`src/source/exec_pkg.sv`:
```
`default_nettype none

package exec_pkg;

    // decoded operation, one entry per distinct behavior
    typedef enum logic [5:0] {
        op_sll,   op_srl,   op_sra,   op_sllv,
        op_srlv,  op_srav,  op_mult,  op_multu,
        op_div,   op_divu,  op_mthi,  op_mtlo,
        op_add,   op_addu,  op_subu,  op_and,
        op_or,    op_xor,   op_nor,   op_slt,
        op_sltu,  op_bgez,  op_bltz,  op_beq,
        op_bne,   op_blez,  op_bgtz,  op_addi,
        op_addiu, op_slti,  op_sltiu, op_andi,
        op_ori,   op_xori,  op_lui,   op_mem,
        op_none
    } alu_op_e;

    // what a retirement carries
    typedef enum logic [2:0] {
        rk_none,    // undefined opcode/funct
        rk_gpr,     // value goes to rd/rt
        rk_hilo,    // hi and lo both written
        rk_hi,      // MTHI
        rk_lo,      // MTLO
        rk_branch,  // taken flag only
        rk_addr     // load/store effective address
    } result_kind_e;

    typedef struct packed {
        logic [31:0] instr;  // raw instruction word
        logic [31:0] op1;    // rs value
        logic [31:0] op2;    // rt value
    } issue_t;

    typedef struct packed {
        alu_op_e     op;
        logic [31:0] op1;
        logic [31:0] op2;
        logic [15:0] imm16;
        logic [4:0]  shamt;
    } lane_op_t;

    typedef struct packed {
        result_kind_e kind;
        logic [31:0]  value;  // gpr result, address or mthi/mtlo data
        logic [31:0]  hi;
        logic [31:0]  lo;
        logic         taken;
    } retire_t;

endpackage

`default_nettype wire

```
`src/source/issue_dispatch.sv`:
```
`default_nettype none

module issue_dispatch import exec_pkg::*; #(
    parameter int num_lanes = 4
) (
    input  logic                 clk,
    input  logic                 reset,
    input  logic                 issue_valid,
    output logic                 issue_ready,
    input  issue_t               issue,
    output logic [num_lanes-1:0] lane_valid,
    input  logic [num_lanes-1:0] lane_ready,
    output lane_op_t             lane_op [num_lanes]
);

    localparam int idx_w = $clog2(num_lanes);

    logic [idx_w-1:0] ptr;   // next lane to receive
    logic [5:0]       opcode;
    logic [5:0]       funct;
    logic [4:0]       rt;
    alu_op_e          op_dec;
    lane_op_t         pkt;

    assign opcode = issue.instr[31:26];
    assign funct  = issue.instr[5:0];
    assign rt     = issue.instr[20:16];

    always_comb begin
        op_dec = op_none;
        case (opcode)
            6'd0: begin
                case (funct)
                    6'd0:  op_dec = op_sll;
                    6'd2:  op_dec = op_srl;
                    6'd3:  op_dec = op_sra;
                    6'd4:  op_dec = op_sllv;
                    6'd6:  op_dec = op_srlv;
                    6'd7:  op_dec = op_srav;
                    6'd17: op_dec = op_mthi;
                    6'd19: op_dec = op_mtlo;
                    6'd24: op_dec = op_mult;
                    6'd25: op_dec = op_multu;
                    6'd26: op_dec = op_div;
                    6'd27: op_dec = op_divu;
                    6'd32: op_dec = op_add;
                    6'd33: op_dec = op_addu;
                    6'd35: op_dec = op_subu;
                    6'd36: op_dec = op_and;
                    6'd37: op_dec = op_or;
                    6'd38: op_dec = op_xor;
                    6'd39: op_dec = op_nor;
                    6'd42: op_dec = op_slt;
                    6'd43: op_dec = op_sltu;
                    default: op_dec = op_none;
                endcase
            end
            6'd1: begin  // REGIMM, rt selects the branch
                case (rt)
                    5'd0, 5'd16: op_dec = op_bltz;  // bltz, bltzal
                    5'd1, 5'd17: op_dec = op_bgez;  // bgez, bgezal
                    default:     op_dec = op_none;
                endcase
            end
            6'd4:  op_dec = op_beq;
            6'd5:  op_dec = op_bne;
            6'd6:  op_dec = op_blez;
            6'd7:  op_dec = op_bgtz;
            6'd8:  op_dec = op_addi;
            6'd9:  op_dec = op_addiu;
            6'd10: op_dec = op_slti;
            6'd11: op_dec = op_sltiu;
            6'd12: op_dec = op_andi;
            6'd13: op_dec = op_ori;
            6'd14: op_dec = op_xori;
            6'd15: op_dec = op_lui;
            6'd32, 6'd33, 6'd34, 6'd35, 6'd36,
            6'd37, 6'd38, 6'd40, 6'd41, 6'd43: op_dec = op_mem;  // loads and stores
            default: op_dec = op_none;
        endcase
    end

    always_comb begin
        pkt.op    = op_dec;
        pkt.op1   = issue.op1;
        pkt.op2   = issue.op2;
        pkt.imm16 = issue.instr[15:0];
        pkt.shamt = issue.instr[10:6];
        for (int i = 0; i < num_lanes; i++) begin
            lane_valid[i] = issue_valid && (ptr == idx_w'(i));
            lane_op[i]    = pkt;  // only the selected lane sees valid
        end
    end

    assign issue_ready = lane_ready[ptr];

    always_ff @(posedge clk) begin
        if (reset) begin
            ptr <= '0;
        end else if (issue_valid && issue_ready) begin
            ptr <= (ptr == idx_w'(num_lanes - 1)) ? '0 : ptr + 1'b1;  // wrap
        end
    end

    a_lane_valid_onehot: assert property (
        @(posedge clk) disable iff (reset) $onehot0(lane_valid));

endmodule

`default_nettype wire

```
`config.mk`:
```
export PLATFORM = sky130hd
export DESIGN_NAME = issue_dispatch
export DESIGN_NICKNAME = d
export VERILOG_FILES = /design/src/source/exec_pkg.sv /design/src/source/issue_dispatch.sv
export SDC_FILE = /design/constraint.sdc
export NUM_CORES = 1
export LEC_CHECK = 0
export ABC_AREA = 1
export BUFFER_PORTS_ARGS = -buffer_cell sky130_fd_sc_hd__buf_2
export CORE_AREA = 5 5 181 183
export CTS_CLUSTER_SIZE = 16
export DETAILED_ROUTE_END_ITERATION = 6
export DIE_AREA = 0 0 186 188
export PLACE_DENSITY_LB_ADDON = 0.2
export RECOVER_POWER = 25
export SETUP_SLACK_MARGIN = 0.02
export SYNTH_ARGS = -nofsm -noshare
export SYNTH_HDL_FRONTEND = slang
export SYNTH_SLANG_ARGS = --single-unit
```
`constraint.sdc`:
```
create_clock -name clk -period 1.7 [get_ports clk]
set_input_delay 0.255 -clock clk [delete_from_list [all_inputs] [get_ports clk]]
set_output_delay 0.255 -clock clk [all_outputs]
set_load 0.02 [all_outputs]
```
Yosys cells after proc, flatten, opt, wreduce, memory -nomap -nowiden

Memories as Yosys holds them, arrays and structs flattened.
Index checks and enable logic that the tools add are counted.

Memories: 1
Register bits after elaboration: 2
Memory bits (read-only): 384

Memories:

| memory           | depth | bits a word | rd ports | clocked after Yosys merged registers in | wr ports | line                 | source |
|---|---|---|---|---|---|---|---|
| (name not given) | 64    | 6           | 1        | 0                                       | 0        | issue_dispatch.sv:33 | `case (funct)` |

Order comparisons: 1
Eq/ne operators: 29
$add $sub $neg: 1
Muxes and demuxes: 5
Reduce and logical (&&, ||, !) cells: 11

Operators with widths:

| kind                                               | count |
|---|---|
| one-hot mux 6 bit (15 select lines)                | 1 |
| == test 6 bit, second input constant               | 10 |
| == test 6 x 4 -> 1 bit, second input constant      | 8 |
| == test 6 x 3 -> 1 bit, second input constant      | 4 |
| one-hot mux 6 bit (2 select lines)                 | 1 |
| == test 5 bit, second input constant               | 2 |
| OR reduction 10 bit                                | 1 |
| == test 6 x 1 -> 1 bit, second input constant      | 1 |
| logical NOT 6 bit                                  | 1 |
| == test 5 x 1 -> 1 bit, second input constant      | 1 |
| logical AND 1 bit                                  | 5 |
| logical NOT 5 bit                                  | 1 |
| == test 2 bit, second input constant               | 2 |
| OR reduction 2 bit                                 | 2 |
| < comparator 2 x 3 -> 1 bit, second input constant | 1 |
| adder 2 x 1 -> 2 bit, second input constant        | 1 |
| binary-select mux 1 bit (select 2 bit)             | 1 |
| == test 2 x 1 -> 1 bit, second input constant      | 1 |
| logical NOT 2 bit                                  | 1 |
| two-way mux 2 bit                                  | 1 |
| two-way mux 1 bit                                  | 1 |

Longest topological paths before layout

Word-level depth: 4
Gate-level depth with buffers: 11
Depth with buffers taken out: 10

Worst setup path before layout

No wires, ideal clock.

Kind: input to output
From: in issue[64] (netlist name)
To: out lane_op[177] (netlist name)
Setup slack: -0.086 ns
Arrival: 1.531 ns
Stages: 8
Data required time: 1.445 ns
Buffers on the path: 1
Cells stage by stage: inv_1 > ha_1 > nand2_1 > o21ai_0 > nand2_1 > a21oi_1 > o21ai_1 > buf_4

RTL lines:

| item               | line                 | source |
|---|---|---|
| start: declaration | issue_dispatch.sv:10 | `input issue_t issue,` |
| end: declaration   | issue_dispatch.sv:13 | `output lane_op_t lane_op [num_lanes]` |

==> impl_metrics.env <==
export IMPL_cp_arrival_ps=1410
export IMPL_top_register="ptr"
export IMPL_drc=0
export IMPL_nNetsFinal=399
export IMPL_dp_cells=677
export IMPL_crit_family="buffers and inverters"
export IMPL_slew_violations=0
export IMPL_clkLatencyLatePin_ps=220
export IMPL_p_per_area_mw_per_mm2=428.9
export IMPL_crit_cells=9
export IMPL_finalSetupTns_ps=0
export IMPL_antenna_found_initial=1
export IMPL_crit_top_cell="buf_6"
export IMPL_start_util_pct=11.45
export IMPL_largest_register_ffs=2
export IMPL_setup_ws_ps=35.71
export IMPL_cts_tree="built"
export IMPL_routedWlPerCell_um=11.23
export IMPL_synth_cell_type_count=26
export IMPL_holdPathEnd="ptr[0]$_SDFFE_PP0P_"
export IMPL_dieWidth_um=186
export IMPL_fmax_ghz=0.6009
export IMPL_grt_pass1_vias=1829
export IMPL_whs_path_depth=2
export IMPL_finalCritPeriodShare_pct=97.90
export IMPL_grt_start_max_net_pins=9
export IMPL_post_drt_via_cell_ratio=2.441
export IMPL_reg2reg_from="ptr[0]$_SDFFE_PP0P_"
export IMPL_slowest_delay_ps=220
export IMPL_portBuffers=75
export IMPL_grt_total_usage_pct=4.057
export IMPL_cts_root_buffer="clkbuf_16"
export IMPL_r2r_end="ptr[1]$_SDFFE_PP0P_"
export IMPL_crit_chain="buf_4 -> nor2_1 -> nand3_4 -> o21ai_2 -> nor3_4 -> buf_6 -> o21ai_4 -> buf_6 -> buf_6"
export IMPL_die_area_mm2=0.03497
export IMPL_critical_path_class="input port to output port"
export IMPL_avgSynthCellArea_um2=6.773
export IMPL_preCtsSetupSlack_ps=-234.1
export IMPL_most_common_layout_cells="44 x buf_2, 40 x nand2_1, 37 x buf_4"
export IMPL_worstMarginPinSlew_ps=302.1
export IMPL_synth_area_mm2=0.003556
export IMPL_crit_buf_inv=4
export IMPL_finalSetupViolations=0
export IMPL_hold_buffers=0
export IMPL_ant_nets=0
export IMPL_cp_end_kind="output port"
export IMPL_hold_violations=0
export IMPL_die_y_um=188
export IMPL_num_fill_cells=3670
export IMPL_coreArea_mm2=0.03107
export IMPL_cts_max_level=1
export IMPL_drtPass1Iterations=3
export IMPL_clk_path_buf_depth=2
export IMPL_cpMaxStageDelayCell="nor2_1"
export IMPL_skew_ps=1.299
export IMPL_grt_pass1_wl_mm=11.07
export IMPL_globalRouteOverflowTotal=0
export IMPL_synth_seq_cells=2
export IMPL_syn_to_final_growth_pct=-26.53
export IMPL_fin_cells=687
export IMPL_drt_wl_total_mm=7.713
export IMPL_post_route_min_period_ps=1664
export IMPL_holdCritPathClass="input port to register"
export IMPL_drv_cap=0
export IMPL_vias=1677
export IMPL_cts_sinks=2
export IMPL_reg2reg_slack_ps=470
export IMPL_hold_start="reset"
export IMPL_row_count=65
export IMPL_start_kind="input port"
export IMPL_r2r_cells=4
export IMPL_p_leak_nw=1.150
export IMPL_drtIter0Drc=53
export IMPL_fin_util_pct=8.409
export IMPL_design_power_total_w=0.001120
export IMPL_synth_seq_area_share_pct=1.126
export IMPL_layout_drive_gt1_share_pct=63.38
export IMPL_ir_drop_mv=0.6802
export IMPL_grt_setup_unrepaired="yes"
export IMPL_clk_pin_slew_ps=30
export IMPL_crit_fanout=5
export IMPL_syn_nets=638
export IMPL_synthCells=525
export IMPL_status="complete, no violations"
export IMPL_slew_headroom_pct=79.86
export IMPL_ios=472
export IMPL_yosys_warnings=0
export IMPL_reg_largest_list="ptr x2"
export IMPL_crit_required_ps=1440
export IMPL_dpl_hpwl_mm=6.685
export IMPL_layout_commonest_cell="buf_2"
export IMPL_place_gp_congestion=0.7058
export IMPL_cts_buffers_inserted=3
[routing by layer]
layer	up-vias	GRT usage, %	routed length (µm)	share of wire (%)
met5	-	0	0	0
met2	156	6.078	3409	44
li1	779	-	-	-
met1	658	3.512	2191	28
met4	0	4.680	879	11
met3	84	2.270	1232	16
[where the power goes]
part | switching [W] | internal, W
combinational | 0.000397 | 0.000309
clock | 0.0000513 | 0.000299
sequential | 0.00000922 | 0.0000541
[what timing repair did]
action	CTS	global route
setup buffers	1	5
setup endpoints to repair	24	24
gates resized for setup	90	61
pin swaps	21	28
gates cloned	0	0
[final cells by class]
type,instances,area [µm²],area share [%]
repair buffers,114,887.1,33.96
diodes,1,2.502,0.09579
clock buffers,3,75.07,2.874
flip-flops and latches,2,40.04,1.533
well taps,402,503.0,19.25
inverters,24,127.6,4.885
multi-input cells,141,977.2,37.40
[synthesized netlist by cell type]
library cell	number	area [µm²]
o21ai_1	1	5.000
a21oi_1	5	25.02
nand3_1	15	75.07
inv_1	19	71.32
nand3b_1	1	7.510
and2_1	1	6.260
ha_1	10	125.1
nor2_1	21	78.83
o21ai_2	2	17.52
nor3_1	1	5.000
o31ai_1	1	7.510
buf_4	358	2688
a211oi_1	1	7.510
o21a_1	1	7.510
clkinv_2	1	5.000
nor2_4	1	11.26
inv_2	4	15.01
nor2_2	5	31.28
o21ai_0	9	45.04
nand3_2	1	10.01
nand2_2	1	6.260
nand2_1	57	214.0
a21oi_2	1	8.760
nand4_1	2	12.51
o211ai_1	4	30.03
dfxtp_1	2	40.04
[worst max-delay path by stage]
| stage | end | start |
|---|---|---|
| 2_1_floorplan | lane_op[180] | issue[95] |
| 3_3_place_gp | lane_op[268] | issue[64] |
| 3_5_place_dp | lane_op[177] | issue[64] |
| 4_1_cts | lane_op[271] | issue[94] |
| 5_1_grt | lane_op[272] | issue[65] |
| 6_report | lane_op[177] | issue[91] |
[kinds of logic after synthesis]
group                    share of synthesized area [%]
buffers and inverters                            78.15
adder cells (fa/ha/maj)                          3.519
flip-flops                                       1.126
AO/OA/AOI/OAI                                    4.328
AND/OR/NAND/NOR                                  12.88
[per-stage QoR]
step	instance area [µm²]	hold slack, ps
after floorplan	3562	333.5
after global placement	2001	481.4
after detailed placement	2001	487.3
after CTS	2380	264.1
after global routing	2613	257.7
final	2613	247.0
(Power assumes the default switching activity.)
