### src/source/exec_pkg.sv
`default_nettype none

package exec_pkg;

    // decoded operation, one entry per distinct behavior
    typedef enum logic [5:0] {
        op_sll,   op_srl,   op_sra,   op_sllv,
        op_srlv,  op_srav,  op_mult,  op_multu,
        op_div,   op_divu,  op_mthi,  op_mtlo,
        op_add,   op_addu,  op_subu,  op_and,
        op_or,    op_xor,   op_nor,   op_slt,
        op_sltu,  op_bgez,  op_bltz,  op_beq,
        op_bne,   op_blez,  op_bgtz,  op_addi,
        op_addiu, op_slti,  op_sltiu, op_andi,
        op_ori,   op_xori,  op_lui,   op_mem,
        op_none
    } alu_op_e;

    // what a retirement carries
    typedef enum logic [2:0] {
        rk_none,    // undefined opcode/funct
        rk_gpr,     // value goes to rd/rt
        rk_hilo,    // hi and lo both written
        rk_hi,      // MTHI
        rk_lo,      // MTLO
        rk_branch,  // taken flag only
        rk_addr     // load/store effective address
    } result_kind_e;

    typedef struct packed {
        logic [31:0] instr;  // raw instruction word
        logic [31:0] op1;    // rs value
        logic [31:0] op2;    // rt value
    } issue_t;

    typedef struct packed {
        alu_op_e     op;
        logic [31:0] op1;
        logic [31:0] op2;
        logic [15:0] imm16;
        logic [4:0]  shamt;
    } lane_op_t;

    typedef struct packed {
        result_kind_e kind;
        logic [31:0]  value;  // gpr result, address or mthi/mtlo data
        logic [31:0]  hi;
        logic [31:0]  lo;
        logic         taken;
    } retire_t;

endpackage

`default_nettype wire

### src/source/iter_divider.sv
`default_nettype none

module iter_divider (
    input  logic        clk,
    input  logic        reset,
    input  logic        start,
    input  logic        is_signed,
    input  logic [31:0] dividend,
    input  logic [31:0] divisor,
    output logic        done,
    output logic [31:0] quotient,
    output logic [31:0] remainder
);

    typedef enum logic [1:0] {
        st_idle,
        st_run,
        st_fix
    } div_state_e;

    div_state_e  state;
    logic [4:0]  step;
    logic [31:0] dvs_mag;
    logic [31:0] quo_mag;   // shifts dividend out, quotient in
    logic [31:0] rem_mag;
    logic        neg_quo;
    logic        neg_rem;
    logic        by_zero;
    logic [32:0] trial;

    assign trial = {rem_mag, quo_mag[31]} - {1'b0, dvs_mag};

    always_ff @(posedge clk) begin
        if (reset) begin
            state <= st_idle;
            step  <= '0;
        end else begin
            case (state)
                st_idle: begin
                    if (start) begin
                        state <= st_run;
                        step  <= '0;
                    end
                end
                st_run: begin
                    step <= step + 1'b1;
                    if (step == 5'd31) begin
                        state <= st_fix;
                    end
                end
                default: state <= st_idle;  // fix lasts one cycle
            endcase
        end
    end

    always_ff @(posedge clk) begin
        if (start) begin
            quo_mag <= (is_signed && dividend[31]) ? -dividend : dividend;
            dvs_mag <= (is_signed && divisor[31]) ? -divisor : divisor;
            rem_mag <= '0;
            neg_quo <= is_signed && (dividend[31] ^ divisor[31]);
            neg_rem <= is_signed && dividend[31];  // remainder follows dividend
            by_zero <= (divisor == '0);
        end else if (state == st_run) begin
            quo_mag <= {quo_mag[30:0], ~trial[32]};
            rem_mag <= trial[32] ? {rem_mag[30:0], quo_mag[31]} : trial[31:0];
        end
    end

    // sign fix stays valid after done until the next start
    assign done      = (state == st_fix);
    assign quotient  = by_zero ? '1 : (neg_quo ? -quo_mag : quo_mag);
    assign remainder = neg_rem ? -rem_mag : rem_mag;

    a_no_start_busy: assert property (
        @(posedge clk) disable iff (reset) start |-> state == st_idle);

endmodule

`default_nettype wire

### src/source/alu_lane.sv
`default_nettype none

module alu_lane import exec_pkg::*; (
    input  logic     clk,
    input  logic     reset,
    input  logic     in_valid,
    output logic     in_ready,
    input  lane_op_t in_op,
    output logic     out_valid,
    input  logic     out_ready,
    output retire_t  out_res
);

    lane_op_t           op_q;       // accepted operation
    logic               full;
    logic               div_have;   // divider result latched as ready
    logic               is_div_q;
    logic               accept;
    logic               drain;
    logic               div_start;
    logic               div_done;
    logic [31:0]        div_quo;
    logic [31:0]        div_rem;
    logic [31:0]        simm;
    logic [31:0]        uimm;
    logic               prod_signed;
    logic signed [65:0] prod;
    retire_t            res_c;

    assign accept   = in_valid && in_ready;
    assign drain    = out_valid && out_ready;
    assign in_ready = !full;

    // divider latches its operands straight from the input on accept
    assign div_start = accept && (in_op.op == op_div || in_op.op == op_divu);
    assign is_div_q  = (op_q.op == op_div) || (op_q.op == op_divu);

    always_ff @(posedge clk) begin
        if (reset) begin
            full     <= 1'b0;
            div_have <= 1'b0;
        end else begin
            if (accept) begin
                full <= 1'b1;
            end else if (drain) begin
                full <= 1'b0;
            end
            if (drain) begin
                div_have <= 1'b0;
            end else if (div_done) begin
                div_have <= 1'b1;  // hold after the done pulse
            end
        end
    end

    always_ff @(posedge clk) begin
        if (accept) begin
            op_q <= in_op;
        end
    end

    iter_divider u_div (
        .clk       (clk),
        .reset     (reset),
        .start     (div_start),
        .is_signed (in_op.op == op_div),
        .dividend  (in_op.op1),
        .divisor   (in_op.op2),
        .done      (div_done),
        .quotient  (div_quo),
        .remainder (div_rem)
    );

    assign simm = {{16{op_q.imm16[15]}}, op_q.imm16};
    assign uimm = {16'b0, op_q.imm16};

    // one 33x33 signed multiplier covers MULT and MULTU
    assign prod_signed = (op_q.op == op_mult);
    assign prod = $signed({prod_signed & op_q.op1[31], op_q.op1})
                * $signed({prod_signed & op_q.op2[31], op_q.op2});

    always_comb begin
        res_c = '0;
        res_c.kind = rk_gpr;
        case (op_q.op)
            op_sll:   res_c.value = op_q.op2 << op_q.shamt;
            op_srl:   res_c.value = op_q.op2 >> op_q.shamt;
            op_sra:   res_c.value = $signed(op_q.op2) >>> op_q.shamt;
            op_sllv:  res_c.value = op_q.op2 << op_q.op1[4:0];
            op_srlv:  res_c.value = op_q.op2 >> op_q.op1[4:0];
            op_srav:  res_c.value = $signed(op_q.op2) >>> op_q.op1[4:0];
            op_add,
            op_addu:  res_c.value = op_q.op1 + op_q.op2;  // no overflow trap
            op_subu:  res_c.value = op_q.op1 - op_q.op2;
            op_and:   res_c.value = op_q.op1 & op_q.op2;
            op_or:    res_c.value = op_q.op1 | op_q.op2;
            op_xor:   res_c.value = op_q.op1 ^ op_q.op2;
            op_nor:   res_c.value = ~(op_q.op1 | op_q.op2);
            op_slt:   res_c.value = {31'b0, $signed(op_q.op1) < $signed(op_q.op2)};
            op_sltu:  res_c.value = {31'b0, op_q.op1 < op_q.op2};
            op_addi,
            op_addiu: res_c.value = op_q.op1 + simm;
            op_slti:  res_c.value = {31'b0, $signed(op_q.op1) < $signed(simm)};
            op_sltiu: res_c.value = {31'b0, op_q.op1 < simm};  // unsigned vs sext imm
            op_andi:  res_c.value = op_q.op1 & uimm;
            op_ori:   res_c.value = op_q.op1 | uimm;
            op_xori:  res_c.value = op_q.op1 ^ uimm;
            op_lui:   res_c.value = {op_q.imm16, 16'b0};
            op_mult,
            op_multu: begin
                res_c.kind = rk_hilo;
                res_c.hi   = prod[63:32];
                res_c.lo   = prod[31:0];
            end
            op_div,
            op_divu: begin
                res_c.kind = rk_hilo;
                res_c.hi   = div_rem;
                res_c.lo   = div_quo;
            end
            op_mthi: begin
                res_c.kind  = rk_hi;
                res_c.value = op_q.op1;
            end
            op_mtlo: begin
                res_c.kind  = rk_lo;
                res_c.value = op_q.op1;
            end
            op_bgez,
            op_bltz,
            op_beq,
            op_bne,
            op_blez,
            op_bgtz: begin
                res_c.kind = rk_branch;
                case (op_q.op)
                    op_bgez: res_c.taken = !op_q.op1[31];
                    op_bltz: res_c.taken = op_q.op1[31];
                    op_beq:  res_c.taken = (op_q.op1 == op_q.op2);
                    op_bne:  res_c.taken = (op_q.op1 != op_q.op2);
                    op_blez: res_c.taken = op_q.op1[31] || (op_q.op1 == '0);
                    default: res_c.taken = !op_q.op1[31] && (op_q.op1 != '0);  // bgtz
                endcase
            end
            op_mem: begin
                res_c.kind  = rk_addr;
                res_c.value = op_q.op1 + simm;  // base plus offset
            end
            default:  res_c.kind = rk_none;
        endcase
    end

    assign out_res   = res_c;
    assign out_valid = full && (!is_div_q || div_done || div_have);

    a_res_stable: assert property (
        @(posedge clk) disable iff (reset)
        out_valid && !out_ready |=> out_valid && $stable(out_res));

endmodule

`default_nettype wire

### config.mk
export PLATFORM = sky130hd
export DESIGN_NAME = alu_lane
export DESIGN_NICKNAME = d
export VERILOG_FILES = /design/src/source/exec_pkg.sv /design/src/source/iter_divider.sv /design/src/source/alu_lane.sv
export SDC_FILE = /design/constraint.sdc
export NUM_CORES = 2
export LEC_CHECK = 0
export BUFFER_PORTS_ARGS = -buffer_cell sky130_fd_sc_hd__buf_2
export CAP_MARGIN = 10
export CORE_AREA = 2 2 502 504
export CTS_CLUSTER_DIAMETER = 50
export CTS_CLUSTER_SIZE = 8
export DETAILED_ROUTE_END_ITERATION = 6
export DIE_AREA = 0 0 504 506
export PLACE_DENSITY = 0.37
export RECOVER_POWER = 25
export SLEW_MARGIN = 0
export SYNTH_ARGS = -nofsm -noshare
export SYNTH_HDL_FRONTEND = slang
export SYNTH_SLANG_ARGS = --single-unit
### constraint.sdc
create_clock -name clk -period 16.8 [get_ports clk]
set_input_delay 0.84 -clock clk [delete_from_list [all_inputs] [get_ports clk]]
set_output_delay 0.84 -clock clk [all_outputs]
set_load 0.02 [all_outputs]
## Word-level counts from Yosys, hierarchy flattened

Cells that the tools add are included.

| operators by class | value |
|---|---|
| $add $sub $neg | 9 |
| multiply operators | 1 |
| order comparisons | 4 |
| equality and inequality tests | 44 |
| shift-type cells | 6 |
| multiplexer cells | 20 |
| bitwise operators | 11 |
| reduce and logical (&&, ||, !) cells | 35 |

Operators by type and width:

| cell | count |
|---|---|
| 32-bit case mux with 22 select lines | 1 |
| 32-bit 2-to-1 mux | 8 |
| 32-bit negator | 4 |
| 64-bit case mux with 2 select lines | 1 |
| 6-bit by 5-bit == test with 1-bit output, second input constant | 16 |
| 32-bit < comparator | 3 |
| 32-bit adder | 2 |
| 32-bit zero test | 2 |
| 33-bit by 33-bit multiplier with 64-bit output | 1 |
| 32-bit by 5-bit << shifter with 32-bit output | 2 |
| 32-bit by 5-bit right shift with 32-bit output | 2 |
| 32-bit by 5-bit >>> shifter with 32-bit output | 2 |
| 6-bit by 4-bit == test with 1-bit output, second input constant | 10 |
| 33-bit by 32-bit subtractor with 33-bit output | 1 |
| 32-bit by 16-bit bitwise AND with 32-bit output | 1 |
| 32-bit bitwise AND | 1 |
| 32-bit == test | 1 |
| 32-bit by 16-bit < comparator with 1-bit output | 1 |
| 32-bit != test | 1 |
| 32-bit inverter | 1 |
| 32-bit by 16-bit bitwise OR with 32-bit output | 1 |
| 32-bit bitwise OR | 1 |
| 32-bit nonzero test | 1 |
| 32-bit subtractor | 1 |
| 34 further kinds | 65 |

| storage, ports and cells | value |
|---|---|
| register bits | 199 |
| input bits | 95 |
| logic and storage cells | 145 |

## Depth between registers and ports, before layout

| logic depth | value |
|---|---|
| depth in word-level cells | 9 |
| gate-level depth with buffers | 33 |
| mapped depth without buffers | 29 |

## Modules after synthesis

Synthesis repeated with hierarchy kept, for this count alone.

| unflattened totals | value |
|---|---|
| cells, all modules | 7375 |
| area, all modules | 62625.1 sq um |

By module, submodules not included:

| module | instances | cells each | area an instance (sq um) | sequential area each (sq um) |
|---|---|---|---|---|
| alu_lane | 1 | 6319 | 53998.0 | 2772.7 |
| iter_divider | 1 | 1056 | 8627.0 | 2792.7 |

## Least setup slack after synthesis

OpenSTA, ideal clock, no wires.

| path | value |
|---|---|
| path kind | reg-to-output |
| start | register op_q[85] (netlist bit) |
| end | output out_res[64] (netlist bit) |
| arrival | 9.041 ns |
| data required time | 15.960 ns |
| setup slack | 6.919 ns |
| cell stages (with the launch flop) | 31 |
| buffers on the path | 4 |
| cell sequence | edfxtp_1 buf_2 buf_1 nand2b_1 nor4_1 clkbuf_1 nand2_1 inv_1 fa_1 inv_1 fa_1 inv_1 fa_1 fa_1 inv_1 fa_1 inv_1 fa_1 inv_1 fa_1 fa_1 inv_1 ha_1 clkbuf_1 nand4_1 or3_1 nand2b_1 o2111ai_1 a221oi_4 or4_1 o211ai_1 |

RTL lines:

| what | RTL line | source |
|---|---|---|
| start, declared | alu_lane.sv:14 | `lane_op_t op_q;` |
| start signal, assigned | alu_lane.sv:58 | `op_q <= in_op;` |
| end, declared | alu_lane.sv:11 | `output retire_t out_res` |

==> Flow_metrics.wiki <==
{| class="wikitable"
! Metric !! Value
|-
| Hold buffers post-CTS || 0
|-
| Initial Utilization || 24.88%
|-
| Die extent in y || 506 um
|-
| Leading cell type by number of instances after synthesis || sky130_fd_sc_hd__inv_1
|-
| Number of storage elements in the synthesis netlist || 199
|-
| Synth cell types || 100
|-
| Vias in the first global route || 56.51k
|-
| Vias per Instance || 5.146
|-
| Maximum count of clock buffers along a single path || 2
|-
| Average routed wire per standard cell || 30.44 um
|-
| Max capacitance violation total || 1
|-
| Number of failing setup endpoints in the final timing report || 0
|-
| Share of final-layout standard cells stronger than drive strength 1 || 6.707%
|-
| Critical path's slowest cell || sky130_fd_sc_hd__fa_1
|-
| Antenna violations before repair || 45
|-
| Routability congestion estimate from global placement || 0.9574
|-
| Crit-path max FO || 19
|-
| CTS Buf Count || 17
|-
| Area used by sequential logic in the layout || 5565 um2
|-
| CTS root buffer || sky130_fd_sc_hd__clkbuf_16
|-
| First drt pass iteration count || 6
|-
| Critical path data arrival time || 10.85 ns
|-
| Die ar. || 255000 um2
|-
| Primary FF master, synth || sky130_fd_sc_hd__edfxtp_1
|-
| Most instantiated cells after synthesis || sky130_fd_sc_hd__inv_1 (1320), sky130_fd_sc_hd__fa_1 (1128), sky130_fd_sc_hd__nand2_1 (1069)
|-
| Total detailed-routing wirelength || 321.3 mm
|-
| Type of origin of the critical path || flip-flop
|-
| Setup repair after global routing missed its margin || no
|-
| Area of the multi-input gates || 49970 um2
|-
| Total Neg Setup Slack || 0 ns
|-
| Clk slew on worst S/H paths || 0.13 ns
|-
| Routed Antenna Nets || 0
|-
| PostCTS Resize Cnt || 0
|-
| Area share of the leading cell type in the synthesized netlist || 36.30%
|-
| Worst relative slew slack || -106.5%
|-
| Die width || 504 um
|-
| Gr ovfl total || 0
|-
| Synth Instances || 7208
|-
| Sequential share of the synthesized area || 8.946%
|-
| Area Growth Syn to Fin || 8.789%
|-
| Final worst path period need || 11.69 ns
|-
| Number of placed I/O pins || 197
|-
| Transition time of the tightest slew-check pin || 3.098 ns
|-
| Outcome || finished with violations
|-
| CP most frequent cell || sky130_fd_sc_hd__fa_1
|-
| Post-Synthesis Cell Area || 62210 um2
|-
| Number of flops mapped to enable cells by yosys || 158
|-
| Global-route wire length before repair || 450.9 mm
|-
| Final Cycle Share || 69.60%
|-
| Data required, critical path || 15.96 ns
|-
| 1st-iter DRT viols || 5210
|-
| Net total in the final layout || 8838
|-
| Clock tree from TritonCTS || yes
|-
| Number of fill cells || 27.40k
|-
| Final Hold Viols || 0
|-
| Via Count || 54.32k
|-
| Worst skew pair latency || 0.58 ns
|-
| Mean instance size in the synthesized netlist || 8.631 um2
|-
| Classification of the worst-slack hold path || in2reg
|-
| Syn_nets || 8872
|-
| YS warnings || 0
|-
| Asr flop ratio synth || 0%
|-
| Postcts setup bufs || 0
|-
| All-Layer GR Usage || 24.99%
|-
| Slowest stage delay, CP || 0.97 ns
|-
| FMAX || 85.52 MHz
|-
| Violated checks || max-capacitance violations, max-slew violations
|-
| Sinks on the clock net || 199
|-
| Core area || 250000 um2
|-
| Half-perimeter wire length of the detailed placement result || 253.9 mm
|-
| Leading cell types by total area after synthesis || sky130_fd_sc_hd__fa_1 (36%), sky130_fd_sc_hd__ha_1 (8.9%), sky130_fd_sc_hd__inv_1 (8.0%)
|-
| Kind of critical path || reg2out
|-
| Setup skew after layout || 0.05062 ns
|-
| Final count of pins violating max slew || 47
|-
| Pin count of the biggest net entering global routing || 98
|-
| Library cell occupying the most area in the post-synthesis netlist || sky130_fd_sc_hd__fa_1
|-
| CP Capture Type || output port
|-
| Cell row count || 184
|-
| Remaining routing DRC violations || 0
|-
| Total of buffers placed on input and output ports || 196
|-
| H-tree lvl count || 4
|}
cells by family after synthesis:
kind of cell / after synthesis / share of synthesized area [%]
XOR/XNOR: 268 / 3.773
AO/OA/AOI/OAI: 1145 / 12.07
multiplexers: 235 / 5.259
adder cells (fa/ha/maj): 1569 / 45.17
buffers and inverters: 1776 / 10.96
flip-flops: 199 / 8.946
AND/OR/NAND/NOR: 2016 / 13.82
layout by cell type, fill, tap and decap left out, drive strengths merged, types with 31 or more instances in the layout:
cell	count
inv	1333
fa	1128
nand2	1071
nor2	524
ha	441
o21ai	300
buf	297
a21oi	259
xnor2	160
edfxtp	158
mux2i	152
xor2	108
clkbuf	96
a21o	95
nand3	74
nor3	72
mux4	67
a211oi	53
a221oi	50
o211ai	45
dfxtp	41
o31ai	39
a31oi	39
and3	38
nand4	36
o22ai	35
nor2b	34
nor4	31
worst max-delay path, delay by kind of cell, from the launching register on:
kind,cells,cell delay [ns]
DFF,1,0.66
buffers and inverters,9,1.65
and+or+nand+nor,7,2.19
AOI/OAI and AO/OA,3,0.89
adders and majority gates,9,4.82
path summary, 6_finish.rpt:
check / endpoint / start / cells past startpoint / slack, ns
worst max-delay path: out_res[64] / op_q[85] / 28 / 5.11
worst min-delay path: op_q[10] / in_op[10] / 1 / 0.46
worst max register to register: u_div.rem_mag[9] / u_div.quo_mag[31] / 14 / 12.39
worst min register to register: div_have / full / 1 / 0.50
layer usage:
metal	routed length, um	up-vias	track usage, %
met1	139800	28590	34.03
met2	145700	2259	39.99
met5	156	-	0
met3	21700	425	3.841
li1	-	23010	-
met4	13980	24	9.142
per-stage QoR:
stage / instances / setup WS [ns] / utilization (%) / hold WS, ns / instance area [um2]
after floorplan: 7208 / 6.919 / - / 0.4639 / 62210
after global placement: 10500 / 5.845 / 26.86 / 0.5010 / 67150
after detailed placement: 10500 / 5.823 / 26.86 / 0.5052 / 67150
after CTS: 10540 / 5.145 / 27.09 / 0.4213 / 67740
after global routing: 10540 / 4.607 / 27.05 / 0.4450 / 67640
final: 10560 / 5.107 / 27.07 / 0.4553 / 67680
cell type report:
type                            instances  share of cell area [%]
Multi-Input combinational cell       5233                   73.84
Tap cell                             3348                   6.189
Antenna cell                           20                 0.07395
Inverter                             1347                   7.471
Timing Repair Buffer                  376                   3.333
Clock buffer                           17                  0.6286
Clock inverter                         15                  0.2459
Sequential cell                       199                   8.223
state kept, by name, summed over array words and instances (netlist names):
| name | count |
|---|---|
| u_div.neg_rem | 1 |
| full | 1 |
| u_div.quo_mag | 32 |
| u_div.dvs_mag | 32 |
| u_div.rem_mag | 32 |
| u_div.state | 2 |
| op_q | 91 |
| div_have | 1 |
| u_div.by_zero | 1 |
| u_div.step | 5 |
| u_div.neg_quo | 1 |
Power is not shown: default switching activity piles up to over one toggle a cycle in this logic, so the estimate is an artifact.
