==> config.mk <==
export PLATFORM = sky130hd
export DESIGN_NAME = retire_collector
export DESIGN_NICKNAME = d
export VERILOG_FILES = /design/src/source/exec_pkg.sv /design/src/source/retire_collector.sv
export SDC_FILE = /design/constraint.sdc
export NUM_CORES = 1
export LEC_CHECK = 0
export ABC_AREA = 1
export BUFFER_PORTS_ARGS = -buffer_cell sky130_fd_sc_hd__buf_2
export CORE_AREA = 2 2 222 224
export DETAILED_ROUTE_END_ITERATION = 10
export DIE_AREA = 0 0 224 226
export PLACE_DENSITY = 0.48
export SLEW_MARGIN = 20
export SYNTH_ARGS = -nofsm -noshare
export SYNTH_HDL_FRONTEND = slang
export SYNTH_SLANG_ARGS = --single-unit
==> constraint.sdc <==
create_clock -name clk -period 2.25 [get_ports clk]
set_input_delay 0.45 -clock clk [delete_from_list [all_inputs] [get_ports clk]]
set_output_delay 0.45 -clock clk [all_outputs]
set_load 0.02 [all_outputs]
==> src/source/exec_pkg.sv <==
`default_nettype none

package exec_pkg;

    // decoded operation, one entry per distinct behavior
    typedef enum logic [5:0] {
        op_sll,   op_srl,   op_sra,   op_sllv,
        op_srlv,  op_srav,  op_mult,  op_multu,
        op_div,   op_divu,  op_mthi,  op_mtlo,
        op_add,   op_addu,  op_subu,  op_and,
        op_or,    op_xor,   op_nor,   op_slt,
        op_sltu,  op_bgez,  op_bltz,  op_beq,
        op_bne,   op_blez,  op_bgtz,  op_addi,
        op_addiu, op_slti,  op_sltiu, op_andi,
        op_ori,   op_xori,  op_lui,   op_mem,
        op_none
    } alu_op_e;

    // what a retirement carries
    typedef enum logic [2:0] {
        rk_none,    // undefined opcode/funct
        rk_gpr,     // value goes to rd/rt
        rk_hilo,    // hi and lo both written
        rk_hi,      // MTHI
        rk_lo,      // MTLO
        rk_branch,  // taken flag only
        rk_addr     // load/store effective address
    } result_kind_e;

    typedef struct packed {
        logic [31:0] instr;  // raw instruction word
        logic [31:0] op1;    // rs value
        logic [31:0] op2;    // rt value
    } issue_t;

    typedef struct packed {
        alu_op_e     op;
        logic [31:0] op1;
        logic [31:0] op2;
        logic [15:0] imm16;
        logic [4:0]  shamt;
    } lane_op_t;

    typedef struct packed {
        result_kind_e kind;
        logic [31:0]  value;  // gpr result, address or mthi/mtlo data
        logic [31:0]  hi;
        logic [31:0]  lo;
        logic         taken;
    } retire_t;

endpackage

`default_nettype wire

==> src/source/retire_collector.sv <==
`default_nettype none

module retire_collector import exec_pkg::*; #(
    parameter int num_lanes = 4
) (
    input  logic                 clk,
    input  logic                 reset,
    input  logic [num_lanes-1:0] res_valid,
    output logic [num_lanes-1:0] res_ready,
    input  retire_t              res [num_lanes],
    output logic                 retire_valid,
    input  logic                 retire_ready,
    output retire_t              retire,
    output logic [31:0]          hi,
    output logic [31:0]          lo
);

    localparam int idx_w = $clog2(num_lanes);

    logic [idx_w-1:0] ptr;   // lane to drain next
    logic             xfer;
    logic             hilo_wr;

    assign retire_valid = res_valid[ptr];
    assign retire       = res[ptr];
    assign xfer         = retire_valid && retire_ready;
    assign hilo_wr      = xfer && (retire.kind inside {rk_hilo, rk_hi, rk_lo});

    always_comb begin
        for (int i = 0; i < num_lanes; i++) begin
            res_ready[i] = retire_ready && (ptr == idx_w'(i));
        end
    end

    always_ff @(posedge clk) begin
        if (reset) begin
            ptr <= '0;
        end else if (xfer) begin
            ptr <= (ptr == idx_w'(num_lanes - 1)) ? '0 : ptr + 1'b1;
        end
    end

    // architectural hi/lo
    always_ff @(posedge clk) begin
        if (reset) begin
            hi <= '0;
            lo <= '0;
        end else if (hilo_wr) begin
            case (retire.kind)
                rk_hilo: begin
                    hi <= retire.hi;
                    lo <= retire.lo;
                end
                rk_hi:   hi <= retire.value;  // MTHI
                default: lo <= retire.value;  // MTLO
            endcase
        end
    end

    a_hilo_write: assert property (
        @(posedge clk) disable iff (reset)
        ($changed(hi) || $changed(lo)) |-> $past(hilo_wr));

endmodule

`default_nettype wire

Word-level counts from Yosys, hierarchy flattened:

Cells that the tools add are included.

* add/subtract/negate cells: 1
* $lt $le $gt $ge: 2
* equal/unequal tests: 6
* mux-type cells: 8
* bitwise gates (word level): 2
* reductions and logical operators: 11

Operator list (number)
* 100-bit binary-select mux with 2-bit select: 1
* 100-bit 2-to-1 mux: 2
* 32-bit one-hot mux with 2 select lines: 2
* 3-bit by 2-bit == test with 1-bit output, second input constant: 2
* 1-bit logical AND: 6
* 2-bit == test, second input constant: 2
* 2-bit AND reduction: 2
* 3-bit == test, second input constant: 1
* 3-bit greater-or-equal comparator, second input constant: 1
* 2-bit by 3-bit less-than comparator with 1-bit output, second input constant: 1
* 2-bit inverter with 3-bit output: 1
* 3-bit nonzero test: 1
* 2-bit by 1-bit adder with 2-bit output, second input constant: 1
* 1-bit binary-select mux with 2-bit select: 1
* 2-bit by 1-bit == test with 1-bit output, second input constant: 1
* 2-bit logical NOT: 1
* 2-bit 2-to-1 mux: 1
* 2-bit nonzero test: 1
* 1-bit 2-to-1 mux: 1
* 1-bit inverter: 1

* bits in registers: 66
* input port bits: 407
* output and inout bits: 169
* logic and storage cells: 33

Longest topological paths before layout:

Gate-level depths: netlist of run 1.

* word-level depth: 8
* mapped depth: 15
* depth with buffers taken out: 12

Worst setup path after synthesis of run 1:

No wires, ideal clock.

* path type: reg-to-output
* start point: reg ptr[1]
* end point: out retire[0] (netlist name)
* data arrival time: 1.588 ns
* data required time: 1.800 ns
* setup slack: 0.212 ns
* stages on the path, launching flop included: 6
* path buffers: 3
* cells stage by stage: dfxtp_1 > buf_2 > clkbuf_1 > clkbuf_1 > o21ai_0 > o22ai_1

RTL lines
* start: declaration: line retire_collector.sv:20 `logic [idx_w-1:0] ptr;`
* start signal: assignment: line retire_collector.sv:39 `ptr <= (ptr == idx_w'(num_lanes - 1)) ? '0 : ptr + 1'b1;`
* end: declaration: line retire_collector.sv:13 `output retire_t retire,`

==> impl_metrics.toml, run 1 <==
[drt]
drc_errors = 0
firstDrtPassIters = 5
ant_nets = 0
drt-total-wl_um = 53500
drt_iter0_drc = 554
via_per_inst = 4.31
wl_per_cell_um = 20.4
num_vias = 11300

[sta]
post-route-period-util = 1.02
finalHoldViolations = 0
setup_violations = 1
min_period_ns = 2.28
setup_slack_ns = -0.0340
slew_viol_final = 0
whs_ns = 0.514
fin_skew_ns = 0.00949
worst_pin_slew_ns = 0.418
grt_setup_unrepaired = "yes"
relSlewSlack = 0.721
fmax_ghz = 0.438

[pwr]
ir_worst_vdd_mv = 0.302
pwr_density_cell_nw_per_um2 = 712
total_power_mw = 8.87
leakage_nw = 7.24

[hold_path]
min-delay-path-class = "flip-flop to flip-flop"

[clocking]
clk_latency_ns = 0.35
clk_path_buf_depth = 2
root_buffer = "clkbuf_16"
path_clk_slew_ns = 0.07
numClockSinks = 66
ctsHtreeMaxLevel = 3
cts_made_buffers = 9
cts_tree = "built"

[cells_and_area]
final_cells = 2627
post-route-util = 0.258
syn2layout_area_growth_pct = 73.2
drive_gt1_frac = 0.392
nets = 2410

[yosys]
yosys_warnings = 0
avgSynthCellArea_um2 = 5.16
synth.mux.area_fraction = 0
synthCells = 1394
synth_ff_type = "dfxtp_1"
synthAdderAreaFrac = 0.00696
synth-simple-area-share = 0.433
synth_top_family_by_area = "simple AND/OR/NAND/NOR gates"
yosys-top-cells-area = "nand2_1 23%, dfxtp_1 18%, inv_1 11%"
synth_top_area_frac = 0.228
synth-seq-cells = 66
syn_area_um2 = 7190
synth.yosys.seq_area_share = 0.184
yosysMostFrequentCell = "nand2_1"
synthArstFlopShare = 0
synth-compound-area-share = 0.190
synth_cell_type_count = 28
synthXorXnorAreaFrac = 0
synth_edf_count = 0
synth_top_area_cell = "nand2_1"
syn_nets = 1805
synthTopCellsByCount = "436 x nand2_1, 210 x inv_1, 160 x nor2_1, 127 x nand3_1, 111 x o21ai_0"

[flow_run]
cap_violations = 0

[floorplan]
start_util = 0.149
die_w_um = 224
rows = 81
coreArea_um2 = 48300
dieArea_um2 = 50600
die-height_um = 226
ios = 576

[global_route]
grtUsageTotal = 0.198
grt_pass1_vias = 10900
grt_pass1_wl_um = 72000
antenna_found_initial = 8
globalRouteOverflowTotal = 0
grt_max_degree = 60

[outcome]
violations = "negative setup slack"
status = "finished, violations left"

[setup_path]
start_kind = "flip-flop"
cp.required_ns = 1.80
cp-end-kind = "primary output"
crit_fanout = 9
cp_data_arrival_time_ns = 1.83
crit_type = "flip-flop to primary output"

[place]
placed_cells = 2566
dpl.hpwl_um = 42500
place_ws_ns = -0.199
gp_congestion = 0.912
io_buffers = 575
worst max-delay path, stage by stage (launching register included):
cell and delay [ns]:
dfxtp_4 0.39, buf_12 0.18, buf_4 0.15, clkbuf_16 0.16, a21oi_1 0.12, o21ai_0 0.09
nand2_1 0.16, inv_1 0.06, buf_2 0.16
sequential cells by signal, indices dropped and copies added, names as in the netlist:
signal,count
ptr,2
hi,32
lo,32
what timing repair did:
action                     CTS  global route
hold buffers                 0             0
pin swaps                   14            18
gates resized for setup    100            77
buffers inserted            19            14
gates cloned                 7             5
setup endpoints to repair   68           105
routing by layer:
metal | global-route usage | share of wire | wire (um) | vias to the layer above
met5 | 0 | 0.00094 | 50 | -
met4 | 0.0563 | 0.027 | 1470 | 8
met3 | 0.0355 | 0.063 | 3360 | 63
met2 | 0.370 | 0.51 | 27200 | 512
met1 | 0.229 | 0.40 | 21400 | 5162
li1 | - | - | - | 5567
placed cells by master, fill, tap and decap left out, types with 7 or more instances in the layout:
cell type  netlist  routed
buf_2           51     545
nand2_1        436     413
inv_1          210     207
nor2_1         160     157
nand3_1        127     126
buf_4            3     104
a21oi_1         91      82
o21ai_0        111      71
dfxtp_1         66      64
o21ai_1         22      53
nand2_2          1      23
o211ai_1        20      20
clkbuf_16        0      14
buf_12           0      12
buf_6           10      11
o22ai_2          0      10
nand3b_1        10      10
buf_16           0      10
a21oi_2          0       8
o21ai_2          0       7
through the flow:
step	cell area (um2)	TNS [ns]
floorplan	7190	0
global placement	11100	-0.648
detailed placement	11100	-0.534
CTS	12100	-0.239
global route	12500	-1.73
finish	12500	-0.0340
cells by family (layout without fill, tap and decap cells):
kind of cell	Yosys count	count (layout)
simple gates	749	750
buf+inv	316	925
compound gates	259	259
flops	66	66
fa+ha+maj	4	4
other cells	0	1
area by class of cell:
cell class	count	area, um2
inverter	215	817
tap	622	778
clock buffer	11	254
sequential	66	1330
timing repair buffer	694	4400
fill	5609	35900
multi-input combinational	1013	4800
clock inverter	5	85.1
antenna	1	2.50
where the power goes:
part / leakage [nW] / switching [mW] / internal (mW)
Clock: 0.161 / 0.631 / 1.04
Combinational: 6.54 / 3.67 / 2.16
Sequential: 0.537 / 0.0790 / 1.28
Total: 7.24 / 4.38 / 4.49
worst paths after layout:
| check | cells past startpoint | startpoint | end | slack (ns) |
|---|---|---|---|---|
| hold reg to reg | 2 | hi[22]$_SDFFE_PP0P_ | hi[22]$_SDFFE_PP0P_ | 0.51 |
| hold / removal | 2 | hi[22]$_SDFFE_PP0P_ | hi[22]$_SDFFE_PP0P_ | 0.51 |
| setup / recovery | 8 | ptr[0]$_SDFFE_PP0P_ | retire[27] | -0.03 |
| setup reg to reg | 10 | ptr[0]$_SDFFE_PP0P_ | lo[3]$_SDFFE_PP0P_ | 0.17 |
Power figures use the tool's default switching activity.
==> inputs of run 2 (changes only) <==
MAX_ROUTING_LAYER = met4   (was default)
==> run 2 against run 1 <==
  * The run now ends clean
  * First-iteration DRC count is 3.4% higher
  * Sequential share of layout area is 0.97 points lower
  * Die area stayed put
  * Total power is 11% higher
  * Non-clock buffer count is 49 higher
  * Cell count is 2.1% higher
  * Clock-buffer cell count stayed put
  * Global-route usage is 1.5 points higher
  * Utilization is 2.6 points higher
  * Largest cell class unchanged
==> impl_metrics.toml, run 2 (synthesis gave the netlist of run 1 again) <==
[setup_path]
cp-end-kind = "primary output"
start_kind = "flip-flop"
slowest_stage = "dfxtp_4"
crit_family = "buffers and inverters"
max_stage_delay_ns = 0.45
crit_fanout = 8
r2r_cells = 10
r2r-end = "hi[13]$_SDFFE_PP0P_"
cp_cell_sequence = "buf_12 > buf_12 > buf_16 > a21oi_2 > o21ai_1 > nand2_1 > inv_1 > buf_6"
cp_data_arrival_time_ns = 1.80
cp.required_ns = 1.80
crit_type = "flip-flop to primary output"
r2r_start = "ptr[0]$_SDFFE_PP0P_"
r2r_setup_slack_ns = 0.13
path_common_cell = "buf_12"
cp_num_buf_inv = 5

[global_route]
grt_pass1_vias = 11200
grtUsageTotal = 0.212
grt_max_degree = 65
antenna_found_initial = 6
grt_pass1_wl_um = 74300
globalRouteOverflowTotal = 0

[cells_and_area]
fill_cells = 5506
syn2layout_area_growth_pct = 90.5
multi_input_area_um2 = 5220
nets = 2460
layout_commonest_cell = "buf_2"
final_cells = 2682
post-route-util = 0.283
top_regs = "hi (32), lo (32), ptr (2)"
drive_gt1_frac = 0.457
mostFrequentLayoutCells = "518 x buf_2, 376 x nand2_1, 195 x inv_1, 151 x nor2_1, 134 x buf_4"
regArea_um2 = 1330

[drt]
num_vias = 11500
wl_per_cell_um = 20.8
ant_nets = 0
drc_errors = 0
via_per_inst = 4.28
firstDrtPassIters = 5
drt_iter0_drc = 573
drt-total-wl_um = 55900

[flow_run]
cap_violations = 0

[clocking]
root_buffer = "clkbuf_16"
clk_path_buf_depth = 2
clk_latency_ns = 0.35
cts_tree = "built"
path_clk_slew_ns = 0.06
ctsHoldBuffers = 0
ctsHtreeMaxLevel = 3
cts_made_buffers = 9
numClockSinks = 66

[hold_path]
min-delay-start = "res[366]"
worstHoldEndpoint = "hi[1]$_SDFFE_PP0P_"
hold_depth = 5
min-delay-path-class = "primary input to flip-flop"

[floorplan]
die_w_um = 224
coreArea_um2 = 48300
rows = 81
die-height_um = 226
start_util = 0.149
dieArea_um2 = 50600
ios = 576

[sta]
setup_violations = 0
worst_pin_slew_ns = 0.454
setup_slack_ns = 0.000320
min_period_ns = 2.25
whs_ns = 0.501
grt_setup_unrepaired = "yes"
fin_setup_tns_ns = 0
fmax_ghz = 0.445
fin_skew_ns = 0.00590
relSlewSlack = 0.698
slew_viol_final = 0
finalHoldViolations = 0
post-route-period-util = 1.00

[place]
placed_cells = 2570
place_ws_ns = -0.178
gp_congestion = 0.944
io_buffers = 575
dpl.hpwl_um = 41900

[pwr]
leakage_nw = 7.73
pwr_density_cell_nw_per_um2 = 718
ir_worst_vdd_mv = 0.286

[outcome]
status = "finished clean"
[run 2: final cells by class]
class	instances	area share
inverters	215	0.0598
clock inverters	5	0.00785
well taps	622	0.0568
flip-flops and latches	66	0.0970
diodes	6	0.00110
clock buffers	11	0.0185
repair buffers	743	0.378
multi-input cells	1014	0.381
[run 2: worst reg2reg max path, stage by stage, from the launching register on]
cell,delay (ns)
dfxtp_4,0.45
inv_8,0.07
buf_12,0.16
buf_16,0.20
o211ai_1,0.27
nand2_1,0.14
buf_4,0.16
buf_4,0.15
nand3b_1,0.23
nand2_1,0.12
a21oi_1,0.06
[run 2: timing repair]
action | in CTS | in global routing
endpoints found under the hold margin | 0 | 0
gates cloned | 13 | 6
pin swaps | 28 | 60
buffers inserted | 31 | 43
gates resized for setup | 179 | 198
endpoints found under the setup margin | 79 | 126
[run 2: power breakdown]
group	internal (mW)	leakage, nW	switching (mW)
combinational	2.74	7.02	3.96
sequential	1.28	0.537	0.0796
clock	1.16	0.176	0.611
[run 2: layer usage]
metal,vias up,GRT usage,share of wire,routed length (um)
met3,60,0.0386,0.056,3100
li1,5670,-,-,-
met1,5270,0.242,0.42,23200
met4,0,0.0729,0.028,1550
met5,-,-,0,0
met2,480,0.374,0.50,28000
[run 2: worst max path at each step]
stage	start	to	slack, ns	cells after the start
2_1_floorplan	ptr[1]$_SDFFE_PP0P_	retire[0]	0.21	5
3_3_place_gp	ptr[0]$_SDFFE_PP0P_	retire[82]	-0.14	5
3_5_place_dp	ptr[0]$_SDFFE_PP0P_	retire[82]	-0.18	5
4_1_cts	ptr[1]$_SDFFE_PP0P_	retire[7]	-0.07	7
5_1_grt	ptr[0]$_SDFFE_PP0P_	retire[45]	-0.08	7
6_report	ptr[0]$_SDFFE_PP0P_	retire[22]	0.0003	8
[run 2: metrics by stage]
step / power, mW / instance area, um2
after detailed placement: 6.54 / 11100
final: 9.83 / 13700
after global routing: 10.4 / 13700
after global placement: 6.54 / 11100
after CTS: 9.29 / 12700
after floorplan: 4.11 / 7190
==> inputs of run 3 (changes only) <==
==> constraint.sdc (replaced) <==
create_clock -name clk -period 2.25 [get_ports clk]
set_input_delay 0.1125 -clock clk [delete_from_list [all_inputs] [get_ports clk]]
set_output_delay 0.1125 -clock clk [all_outputs]
set_load 0.02 [all_outputs]
==> run 3 against run 2 <==
  * Global-route usage down 2.3 points
  * Combinational power down 27%
  * Critical path type unchanged
  * Clock power fell by 18%
  * Non-clock buffer count down 120
  * Register-to-register slack is essentially flat
  * Sequential power about the same
==> impl_metrics.toml, run 3 (synthesis gave the netlist of run 1 again) <==
[drt]
num_vias = 10800
wl_per_cell_um = 19.1
firstDrtPassIters = 5
via_per_inst = 4.23
drc_errors = 0
drt-total-wl_um = 49000
ant_nets = 0
drt_iter0_drc = 531

[cells_and_area]
drive_gt1_frac = 0.344
fill_cells = 5676
nets = 2338
regArea_um2 = 1330
syn2layout_area_growth_pct = 56.5
multi_input_area_um2 = 4570
layout_commonest_cell = "buf_2"
post-route-util = 0.233
top_regs = "hi (32), lo (32), ptr (2)"
mostFrequentLayoutCells = "575 x buf_2, 430 x nand2_1, 209 x inv_1, 160 x nor2_1, 127 x nand3_1"

[sta]
fin_skew_ns = 0.00937
min_period_ns = 2.14
relSlewSlack = 0.620
worst_pin_slew_ns = 0.564
post-route-period-util = 0.952
grt_setup_unrepaired = "yes"
slew_viol_final = 0
setup_violations = 0
fmax_ghz = 0.467
finalHoldViolations = 0
setup_slack_ns = 0.108
fin_setup_tns_ns = 0

[setup_path]
cp-end-kind = "primary output"
cp_data_arrival_time_ns = 2.03
slowest_stage = "o21ai_0"
cp_cell_sequence = "buf_16 > o21ai_0 > nand2_1 > inv_1 > buf_2"
cp.required_ns = 2.14
start_kind = "flip-flop"
crit_type = "flip-flop to primary output"
max_stage_delay_ns = 0.49
crit_fanout = 78
r2r_setup_slack_ns = 0.12

[pwr]
leakage_nw = 6.67
ir_worst_vdd_mv = 0.266
pwr_density_cell_nw_per_um2 = 688

[hold_path]
min-delay-path-class = "primary input to flip-flop"

[global_route]
grtUsageTotal = 0.189
antenna_found_initial = 9
grt_pass1_vias = 10500
grt_max_degree = 79
globalRouteOverflowTotal = 0
grt_pass1_wl_um = 67400

[clocking]
clk_path_buf_depth = 2
numClockSinks = 66
root_buffer = "clkbuf_16"
cts_tree = "built"
cts_made_buffers = 9
path_clk_slew_ns = 0.06
clk_latency_ns = 0.35
ctsHoldBuffers = 0
ctsHtreeMaxLevel = 3

[outcome]
status = "finished clean"

[place]
io_buffers = 575
place_ws_ns = 0.133
gp_congestion = 0.886
dpl.hpwl_um = 41200

[floorplan]
dieArea_um2 = 50600
coreArea_um2 = 48300
die-height_um = 226
die_w_um = 224
rows = 81
start_util = 0.149
ios = 576

[flow_run]
cap_violations = 0
==> run 3: changes by cell type in the layout (fill, tap and decap cells not counted), moves of 16 or more <==
cell     before  now
buf_6        46    3
nand2_1     376  430
nand3_2      17    1
buf_2       518  575
o21ai_1      61   23
buf_4       134   31
nand2_2      56    7
nand3_1     111  127
a21oi_1      60   91
o21ai_0      53  110
a21oi_2      27    0
==> run 3: worst max-delay path: cells and delay by family (launching register included) <==
| family | cells | cell delay, ns |
|---|---|---|
| flops | 1 | 0.40 |
| simple gates | 1 | 0.29 |
| compound gates | 1 | 0.49 |
| buf+inv | 3 | 0.48 |
==> run 3: metal layers <==
| metal | track usage | vias up | part of all wire |
|---|---|---|---|
| li1 | - | 5427 | - |
| met1 | 0.207 | 4868 | 0.40 |
| met2 | 0.345 | 480 | 0.51 |
| met3 | 0.0342 | 52 | 0.060 |
| met4 | 0.0654 | 0 | 0.029 |
| met5 | - | - | 0 |
==> run 3: cell type report <==
| class | instances | share of cell area |
|---|---|---|
| diodes | 7 | 0.00156 |
| clock buffers | 10 | 0.0203 |
| clock inverters | 6 | 0.00600 |
| inverters | 215 | 0.0726 |
| multi-input cells | 1012 | 0.406 |
| flip-flops and latches | 66 | 0.118 |
| well taps | 622 | 0.0692 |
| repair buffers | 623 | 0.306 |
==> run 3: through the flow <==
| stage | cell area (um2) | total power [mW] | hold WS [ns] | cells |
|---|---|---|---|---|
| 2_1_floorplan | 7190 | 4.11 | 0.347 | 1394 |
| 3_3_place_gp | 10800 | 6.32 | 0.503 | 2535 |
| 3_5_place_dp | 10800 | 6.32 | 0.501 | 2535 |
| 4_1_cts | 11200 | 7.87 | 0.123 | 2553 |
| 5_1_grt | 11300 | 8.34 | 0.147 | 2561 |
| 6_report | 11300 | 7.74 | 0.147 | 2561 |
==> run 3: report_power, final <==
group / internal, mW / switching [mW] / leakage [nW] / total [mW]
Clock: 0.861 / 0.602 / 0.139 / 1.46
Sequential: 1.28 / 0.0810 / 0.537 / 1.36
Combinational: 1.55 / 3.36 / 5.99 / 4.91
==> run 3: what timing repair did <==
| item | CTS | global route |
|---|---|---|
| endpoints found under the hold margin | 0 | 0 |
| buffers inserted | 2 | 0 |
| endpoints found under the setup margin | 21 | 42 |
| gates resized for setup | 9 | 12 |
| cloned | 0 | 1 |
| pin swaps | 0 | 1 |
==> run 3: final timing paths <==
kind / end / cells after the start / startpoint
worst max-delay path: retire[47] / 5 / ptr[0]$_SDFFE_PP0P_
worst min register to register: lo[26]$_SDFFE_PP0P_ / 4 / lo[26]$_SDFFE_PP0P_
worst max register to register: lo[22]$_SDFFE_PP0P_ / 11 / ptr[0]$_SDFFE_PP0P_
worst min-delay path: hi[11]$_SDFFE_PP0P_ / 4 / reset
